--- config.mk ---
export PLATFORM = sky130hd
export DESIGN_NAME = keyer_top
export DESIGN_NICKNAME = d
export VERILOG_FILES = /design/src/hdl/keyer_pkg.sv /design/src/hdl/keyer_top.sv /design/src/hdl/iambic_keyer.sv /design/src/hdl/element_timer.sv /design/src/hdl/keyer_regs.sv
export VERILOG_INCLUDE_DIRS = /design/src /design/src/include
export SDC_FILE = /design/constraint.sdc
export NUM_CORES = 1
export LEC_CHECK = 0
export ABC_AREA = 1
export BUFFER_PORTS_ARGS = -buffer_cell sky130_fd_sc_hd__buf_2
export CAP_MARGIN = 25
export CORE_MARGIN = 3
export CORE_UTILIZATION = 25
export CTS_CLUSTER_SIZE = 28
export DETAILED_ROUTE_END_ITERATION = 16
export GPL_TIMING_DRIVEN = 1
export PLACE_DENSITY = 0.48
export REMOVE_ABC_BUFFERS = 1
export SLEW_MARGIN = 20
export SYNTH_ARGS = -nofsm -noshare
export SYNTH_HDL_FRONTEND = slang
export SYNTH_HIERARCHICAL = 1
export SYNTH_SLANG_ARGS = --single-unit
--- constraint.sdc ---
create_clock -name clk -period 2.6 [get_ports clk]
set_input_delay 0.26 -clock clk [delete_from_list [all_inputs] [get_ports clk]]
set_output_delay 0.26 -clock clk [all_outputs]
set_load 0.03 [all_outputs]
--- src/include/keyer_defines.svh ---
`ifndef KEYER_DEFINES_SVH
`define KEYER_DEFINES_SVH

// ======================================================================
// AXI4-Lite bus widths
// ======================================================================
`define KEYER_AXI_DW 32                 // data width
`define KEYER_AXI_AW 4                  // byte address width

// ======================================================================
// register map, byte addresses
// ======================================================================
`define KEYER_ADDR_CTRL    4'h0         // enable, mode_b, straight_key
`define KEYER_ADDR_DIT_LEN 4'h4         // dit unit in clock cycles
`define KEYER_ADDR_STATUS  4'h8         // read only

// reset values
`define KEYER_CTRL_RST     8'h81        // enable and mode b
`define KEYER_DIT_LEN_RST  16'd64

`endif
--- src/hdl/keyer_pkg.sv ---
`default_nettype none

package keyer_pkg;

    // configuration from the register block
    typedef struct packed {
        logic        enable;
        logic        mode_b;
        logic        straight_key;
        logic [15:0] dit_len;           // cycles per dit unit
    } keyer_cfg_t;

    typedef enum logic [1:0] {
        KS_IDLE  = 2'd0,
        KS_MARK  = 2'd1,
        KS_SPACE = 2'd2
    } keyer_state_e;

    // readable through STATUS
    typedef struct packed {
        logic         key;
        logic         dit_sync;
        logic         dah_sync;
        logic         is_dah;
        keyer_state_e state;
    } keyer_status_t;

    typedef enum logic [1:0] {
        REG_CTRL, REG_DIT_LEN, REG_STATUS, REG_NONE
    } keyer_reg_e;

    typedef struct packed {
        logic       start;              // single cycle
        logic [1:0] units;              // 1 for dit or space, 3 for dah
    } timer_cmd_t;

endpackage

`default_nettype wire

--- src/hdl/keyer_top.sv ---
`timescale 1ns/1ps
`default_nettype none

`include "keyer_defines.svh"

module keyer_top import keyer_pkg::*;
(
    input  logic                      clk,
    input  logic                      rst_local,
    input  logic                      dit,
    input  logic                      dah,
    input  logic [`KEYER_AXI_AW-1:0]  awaddr,
    input  logic                      awvalid,
    output logic                      awready,
    input  logic [`KEYER_AXI_DW-1:0]  wdata,
    input  logic [3:0]                wstrb,
    input  logic                      wvalid,
    output logic                      wready,
    output logic [1:0]                bresp,
    output logic                      bvalid,
    input  logic                      bready,
    input  logic [`KEYER_AXI_AW-1:0]  araddr,
    input  logic                      arvalid,
    output logic                      arready,
    output logic [`KEYER_AXI_DW-1:0]  rdata,
    output logic [1:0]                rresp,
    output logic                      rvalid,
    input  logic                      rready,
    output logic                      key
);

    keyer_cfg_t    cfg;
    keyer_status_t status;
    timer_cmd_t    cmd;
    logic          done;

    keyer_regs u_regs (
        .clk(clk), .rst_local(rst_local),
        .awaddr(awaddr), .awvalid(awvalid), .awready(awready),
        .wdata(wdata), .wstrb(wstrb), .wvalid(wvalid), .wready(wready),
        .bresp(bresp), .bvalid(bvalid), .bready(bready),
        .araddr(araddr), .arvalid(arvalid), .arready(arready),
        .rdata(rdata), .rresp(rresp), .rvalid(rvalid), .rready(rready),
        .status(status), .cfg(cfg)
    );

    iambic_keyer u_keyer (
        .clk(clk), .rst_local(rst_local), .dit(dit), .dah(dah),
        .cfg(cfg), .done(done), .cmd(cmd), .status(status), .key(key)
    );

    element_timer u_timer (
        .clk(clk), .rst_local(rst_local), .cfg(cfg), .cmd(cmd), .done(done)
    );

endmodule

`default_nettype wire

--- src/hdl/iambic_keyer.sv ---
`timescale 1ns/1ps
`default_nettype none

module iambic_keyer import keyer_pkg::*;
(
    input  logic          clk,
    input  logic          rst_local,
    input  logic          dit,
    input  logic          dah,
    input  keyer_cfg_t    cfg,
    input  logic          done,
    output timer_cmd_t    cmd,
    output keyer_status_t status,
    output logic          key
);

    logic [1:0]   dit_ff;
    logic [1:0]   dah_ff;
    logic         dit_sync;
    logic         dah_sync;
    keyer_state_e state;
    logic         is_dah;               // current element is a dah
    logic         iamb;                 // opposite paddle seen
    logic         held;
    logic         want_el;
    logic         next_dah;
    logic         opposite;

    // ==================================================================
    // paddle synchronizers
    // ==================================================================
    always_ff @(posedge clk or negedge rst_local)
    begin
        if (!rst_local)
        begin
            dit_ff <= 2'b00;
            dah_ff <= 2'b00;
        end
        else
        begin
            dit_ff <= {dit_ff[0], dit};
            dah_ff <= {dah_ff[0], dah};
        end
    end

    assign dit_sync = dit_ff[1];
    assign dah_sync = dah_ff[1];

    // ==================================================================
    // element FSM
    // ==================================================================
    assign held     = !cfg.enable || cfg.straight_key;         // keep FSM in idle
    assign want_el  = (cfg.mode_b && iamb) || dit_sync || dah_sync;
    assign next_dah = iamb ? !is_dah : dah_sync;               // alternate on a squeeze
    assign opposite = is_dah ? dit_sync : dah_sync;

    always_ff @(posedge clk or negedge rst_local)
    begin
        if (!rst_local)
        begin
            state  <= KS_IDLE;
            is_dah <= 1'b0;
            iamb   <= 1'b0;
        end
        else if (held)
        begin
            state <= KS_IDLE;
            iamb  <= 1'b0;
        end
        else
        begin
            case (state)
                KS_IDLE:
                begin
                    if (!cfg.mode_b && !dit_sync && !dah_sync)
                        iamb <= 1'b0;               // mode a forgets on release
                    else if (want_el)
                    begin
                        state  <= KS_MARK;
                        is_dah <= next_dah;
                        iamb   <= 1'b0;
                    end
                end
                KS_MARK:
                begin
                    if (opposite)
                        iamb <= 1'b1;
                    if (done)
                        state <= KS_SPACE;
                end
                KS_SPACE:
                begin
                    if (opposite)
                        iamb <= 1'b1;
                    if (done)
                        state <= KS_IDLE;
                end
                default: state <= KS_IDLE;
            endcase
        end
    end

    // timer is started together with each state entry
    always_comb
    begin
        cmd.start = 1'b0;
        cmd.units = 2'd1;
        if (!held && state == KS_IDLE && want_el)
        begin
            cmd.start = 1'b1;
            cmd.units = next_dah ? 2'd3 : 2'd1;     // dah is three units
        end
        else if (!held && state == KS_MARK && done)
            cmd.start = 1'b1;                       // one unit space
    end

    assign key = cfg.enable && (cfg.straight_key ? dah_sync : (state == KS_MARK));

    assign status.key      = key;
    assign status.dit_sync = dit_sync;
    assign status.dah_sync = dah_sync;
    assign status.is_dah   = is_dah;
    assign status.state    = state;

endmodule

`default_nettype wire

--- src/hdl/element_timer.sv ---
`timescale 1ns/1ps
`default_nettype none

module element_timer import keyer_pkg::*;
(
    input  logic       clk,
    input  logic       rst_local,
    input  keyer_cfg_t cfg,
    input  timer_cmd_t cmd,
    output logic       done
);

    logic [15:0] cycle_cnt;             // cycles left in the current unit
    logic [1:0]  unit_cnt;              // units left, zero when stopped
    logic        last_cycle;

    // a dit_len of zero behaves as one
    assign last_cycle = (cycle_cnt <= 16'd1);
    assign done       = (unit_cnt == 2'd1) && last_cycle;

    always_ff @(posedge clk or negedge rst_local)
    begin
        if (!rst_local)
        begin
            cycle_cnt <= '0;
            unit_cnt  <= '0;
        end
        else if (!cfg.enable)
        begin
            cycle_cnt <= '0;
            unit_cnt  <= '0;
        end
        else if (cmd.start)                         // also restarts a running count
        begin
            cycle_cnt <= cfg.dit_len;
            unit_cnt  <= cmd.units;
        end
        else if (unit_cnt != 2'd0)
        begin
            if (last_cycle)
            begin
                cycle_cnt <= cfg.dit_len;           // next unit
                unit_cnt  <= unit_cnt - 2'd1;
            end
            else
                cycle_cnt <= cycle_cnt - 16'd1;
        end
    end

endmodule

`default_nettype wire

--- src/hdl/keyer_regs.sv ---
`timescale 1ns/1ps
`default_nettype none

`include "keyer_defines.svh"

module keyer_regs import keyer_pkg::*;
(
    input  logic                      clk,
    input  logic                      rst_local,
    input  logic [`KEYER_AXI_AW-1:0]  awaddr,
    input  logic                      awvalid,
    output logic                      awready,
    input  logic [`KEYER_AXI_DW-1:0]  wdata,
    input  logic [3:0]                wstrb,
    input  logic                      wvalid,
    output logic                      wready,
    output logic [1:0]                bresp,
    output logic                      bvalid,
    input  logic                      bready,
    input  logic [`KEYER_AXI_AW-1:0]  araddr,
    input  logic                      arvalid,
    output logic                      arready,
    output logic [`KEYER_AXI_DW-1:0]  rdata,
    output logic [1:0]                rresp,
    output logic                      rvalid,
    input  logic                      rready,
    input  keyer_status_t             status,
    output keyer_cfg_t                cfg
);

    localparam logic [7:0] CTRL_RST = `KEYER_CTRL_RST;

    keyer_reg_e wr_sel;
    keyer_reg_e rd_sel;
    logic       wr_hs;
    logic       rd_hs;

    function automatic keyer_reg_e decode(input logic [`KEYER_AXI_AW-1:0] addr);
        case (addr)
            `KEYER_ADDR_CTRL:    decode = REG_CTRL;
            `KEYER_ADDR_DIT_LEN: decode = REG_DIT_LEN;
            `KEYER_ADDR_STATUS:  decode = REG_STATUS;
            default:             decode = REG_NONE;
        endcase
    endfunction

    assign wr_sel = decode(awaddr);
    assign rd_sel = decode(araddr);
    assign wr_hs  = awready && awvalid && wvalid;
    assign rd_hs  = arready && arvalid;
    assign bresp  = 2'b00;                                  // always OKAY
    assign rresp  = 2'b00;

    // ==================================================================
    // write channel
    // ==================================================================
    always_ff @(posedge clk or negedge rst_local)
    begin
        if (!rst_local)
        begin
            awready <= 1'b0;
            wready  <= 1'b0;
            bvalid  <= 1'b0;
        end
        else
        begin
            awready <= awvalid && wvalid && !bvalid && !awready;    // one cycle pulse
            wready  <= awvalid && wvalid && !bvalid && !awready;
            if (wr_hs)
                bvalid <= 1'b1;
            else if (bready)
                bvalid <= 1'b0;
        end
    end

    always_ff @(posedge clk or negedge rst_local)
    begin
        if (!rst_local)
        begin
            cfg.mode_b       <= CTRL_RST[0];
            cfg.straight_key <= CTRL_RST[1];
            cfg.enable       <= CTRL_RST[7];
            cfg.dit_len      <= `KEYER_DIT_LEN_RST;
        end
        else if (wr_hs)
        begin
            if (wr_sel == REG_CTRL && wstrb[0])
            begin
                cfg.mode_b       <= wdata[0];
                cfg.straight_key <= wdata[1];
                cfg.enable       <= wdata[7];
            end
            if (wr_sel == REG_DIT_LEN)
            begin
                if (wstrb[0])
                    cfg.dit_len[7:0]  <= wdata[7:0];
                if (wstrb[1])
                    cfg.dit_len[15:8] <= wdata[15:8];
            end
        end
    end

    // ==================================================================
    // read channel
    // ==================================================================
    always_ff @(posedge clk or negedge rst_local)
    begin
        if (!rst_local)
        begin
            arready <= 1'b0;
            rvalid  <= 1'b0;
        end
        else
        begin
            arready <= arvalid && !rvalid && !arready;
            if (rd_hs)
                rvalid <= 1'b1;
            else if (rready)
                rvalid <= 1'b0;
        end
    end

    always_ff @(posedge clk)
    begin
        if (rd_hs)
        begin
            case (rd_sel)
                REG_CTRL:    rdata <= {24'd0, cfg.enable, 5'd0, cfg.straight_key, cfg.mode_b};
                REG_DIT_LEN: rdata <= {16'd0, cfg.dit_len};
                REG_STATUS:  rdata <= {{(`KEYER_AXI_DW - $bits(keyer_status_t)){1'b0}}, status};
                default:     rdata <= '0;               // unmapped reads as zero
            endcase
        end
    end

endmodule

`default_nettype wire

==> results.toml <==
[drt]
antenna_left = 0
drt-pass1-iter-count = 6
avgRoutedWirePerCell_um = 11.8
wl_mm = 8.81
vias_per_cell = 4.21
drtIter0Drc = 193
vias = 3142
drc = 0

[layout]
synthToLayoutAreaGrowth_pct = 19.8
drive_gt1_share_pct = 18.7
antenna-diode-count = 0
fin_cells = 747
fin_nets = 619
fin_util_pct = 30.7

[power_and_ir_drop]
p_leak_nw = 2.40
p_total_mw = 2.65
irDropWorstVdd_mv = 0.280
power.density_nw_per_um2 = 590

[setup_path]
end_kind = "flip-flop"
crit_fanout = 14
path_common_cell = "inv_1"
required_ns = 2.81
critPathMaxStageDelay_ns = 0.43
crit_slowest_cell = "dfrtp_1"
crit_type = "reg2reg"
critical_path.startpoint = "u_timer/cycle_cnt[0]$_DFFE_PN0P_"
r2r-start = "u_timer/cycle_cnt[0]$_DFFE_PN0P_"
critPathArrivalTime_ns = 2.50
cp-start-kind = "flip-flop"
crit_chain = "inv_1 > ha_1 > inv_1 > nand2_1 > nand2_1 > nor2_2 > nand2_4 > nor2_1 > inv_1 > o21ai_1 > buf_4 > inv_1 > nand2_4 > inv_4 > nor2_1 > o21ai_0"

[sta]
setup_violations = 0
min_period_ns = 2.29
rsz0062_at_grt = "no"
slew_headroom_pct = 50.2
hold_violations = 0
finalCritPeriodShare_pct = 88.1
worstMarginPinSlew_ns = 0.746
slew_violations = 0
fin_tns_setup_ns = 0
clock.fmax_mhz = 436
timing.final.ws_setup_ns = 0.309
finClkSkew_ns = 0.00470

[logic_synthesis]
synthTopCellsByCount = "nand2_1 (174), inv_1 (63), nand3_1 (51), dfrtp_1 (46), nor2_1 (43)"
yosys_warnings = 6
ys_seq_elements = 65
yosys.area.top_type = "dfrtp_1"
synth_top_area_share_pct = 30.7
yosys-top-cells-area = "dfrtp_1 (31%), nand2_1 (17%), edfxtp_1 (13%)"
synthCells = 494
synth_seq_area_share_pct = 45.7
synth.most_common_cell = "nand2_1"
ys_types = 31
async_reset_ff_share_pct = 75.4
syn_area_um2 = 3740
ys.flop_type = "dfrtp_1"
avgSynthCellArea_um2 = 7.58
synth-edff-count = 16

[flow_run]
maxCapViolCount = 0

[floorplan]
coreArea_um2 = 14600
start_util_pct = 25.7
std_cell_rows = 44
die_h_um = 128
ios = 95
die_x_um = 128
die-area_um2 = 16500

[outcome]
status = "completed"

[cts]
cts_tree = "built"
clock-root-buffer = "clkbuf_16"
cts_buffers = 9
clk_pin_slew_ns = 0.05
clock_path_buffers = 2
clock_sinks = 65
cts_setup_buffers = 0
clkLatencyLatePin_ns = 0.33
cts_htree_levels = 3

[global_routing]
top_usage_layer = "met2"
antenna_found_initial = 0
grt_usage_pct = 11.2
grt_overflow = 0
grt_pass1_vias = 2960
grt_pass1_wl_mm = 14.6
use_met1_pct = 15.2
grt_max_degree = 50
met3_usage_pct = 2.74
grt_use_met2_pct = 16.9

[place]
numPortBuffers = 56
gp_congestion = 0.800
dp_hpwl_mm = 6.50
dp.cells = 729
post-place-ws_ns = 0.192

[worst_hold_path]
worstHoldStart = "dit"
hp-class = "in2reg"
## per-stage QoR
step / hold WS [ns] / cell area (um^2)
5_1_grt: 0.0158 / 4480
6_report: 0.0321 / 4480
3_5_place_dp: 0.275 / 4160
4_1_cts: 0.0155 / 4480
2_1_floorplan: -0.0356 / 3570
3_3_place_gp: 0.271 / 4160
## critical path: cells and delay by family, from the launching register on
| family | cells | cell delay (ns) |
|---|---|---|
| and+or+nand+nor | 7 | 0.68 |
| buffers and inverters | 6 | 0.59 |
| DFF | 1 | 0.43 |
| AOI/OAI and AO/OA | 2 | 0.25 |
| adders and majority gates | 1 | 0.21 |
## metal layers
metal  vias to the layer above  wire length [um]  share of wire (%)
li1                       1619                 -                  -
met2                        90              3940                 45
met1                      1419              4240                 48
met5                         -                 0                  0
met4                         0               195                2.2
met3                        14               433                4.9
## sequential cells by signal, indices dropped and copies added, names as in the netlist
name / cells
u_regs/cfg: 19
u_regs/rdata: 16
u_timer/cycle_cnt: 16
u_keyer/dah_ff: 2
u_keyer/dit_ff: 2
u_keyer/state: 2
u_timer/unit_cnt: 2
u_keyer/iamb: 1
u_keyer/is_dah: 1
u_regs/arready: 1
u_regs/bvalid: 1
u_regs/rvalid: 1
u_regs/wready: 1
## what timing repair did
item / CTS / global route
hold buffers: 1 / 0
gates resized for setup: 0 / 1
hold endpoints to repair: 46 / 0
setup endpoints to repair: 0 / 10
## final timing paths
| check | to | slack [ns] | cells after the start |
|---|---|---|---|
| worst max-delay path | u_timer/cycle_cnt[2]$_DFFE_PN0P_ | 0.31 | 16 |
| worst min-delay path | u_keyer/dit_ff[0]$_DFF_PN0_ | 0.03 | 1 |
| worst max register to register | u_timer/cycle_cnt[2]$_DFFE_PN0P_ | 0.31 | 16 |
| worst min register to register | u_keyer/dah_ff[1]$_DFF_PN0_ | 0.35 | 0 |
| max in group asynchronous | u_regs/cfg[6]$_DFFE_PN1P_ | 1.86 | 3 |
| min in group asynchronous | u_keyer/dit_ff[0]$_DFF_PN0_ | 0.44 | 3 |
## power breakdown
group	internal [mW]	switching, mW
Clock	0.780	0.437
Combinational	0.0865	0.224
Sequential	1.09	0.0310
## layout make-up
| type | instances | area [um^2] |
|---|---|---|
| clock buffers | 13 | 292 |
| clock inverters | 3 | 18.8 |
| fillers | 1555 | 10100 |
| inverters | 69 | 262 |
| multi-input cells | 348 | 1610 |
| flip-flops and latches | 65 | 1710 |
| well taps | 184 | 230 |
| repair buffers | 65 | 363 |
## logic make-up after synthesis
| logic type | share of synthesized area (%) |
|---|---|
| AOI/OAI and AO/OA | 2.87 |
| xor gates and xnor gates | 1.17 |
| adders and majority gates | 2.67 |
| buffers and inverters | 13.4 |
| DFF | 45.7 |
| other | 0.201 |
| and+or+nand+nor | 34.0 |
## cell usage in the layout, fill, tap and decap left out, drive strengths merged, types with 2 or more instances in the layout
| cell type | count |
|---|---|
| nand2 | 180 |
| inv | 70 |
| buf | 64 |
| nand3 | 53 |
| nor2 | 49 |
| dfrtp | 46 |
| conb | 21 |
| edfxtp | 16 |
| clkbuf | 13 |
| o21ai | 13 |
| ha | 8 |
| nand4 | 7 |
| a21oi | 4 |
| nor3 | 4 |
| dfstp | 3 |
| xor2 | 3 |
| o21bai | 2 |
| xnor2 | 2 |
No activity file was read; power rests on OpenSTA's default activity.
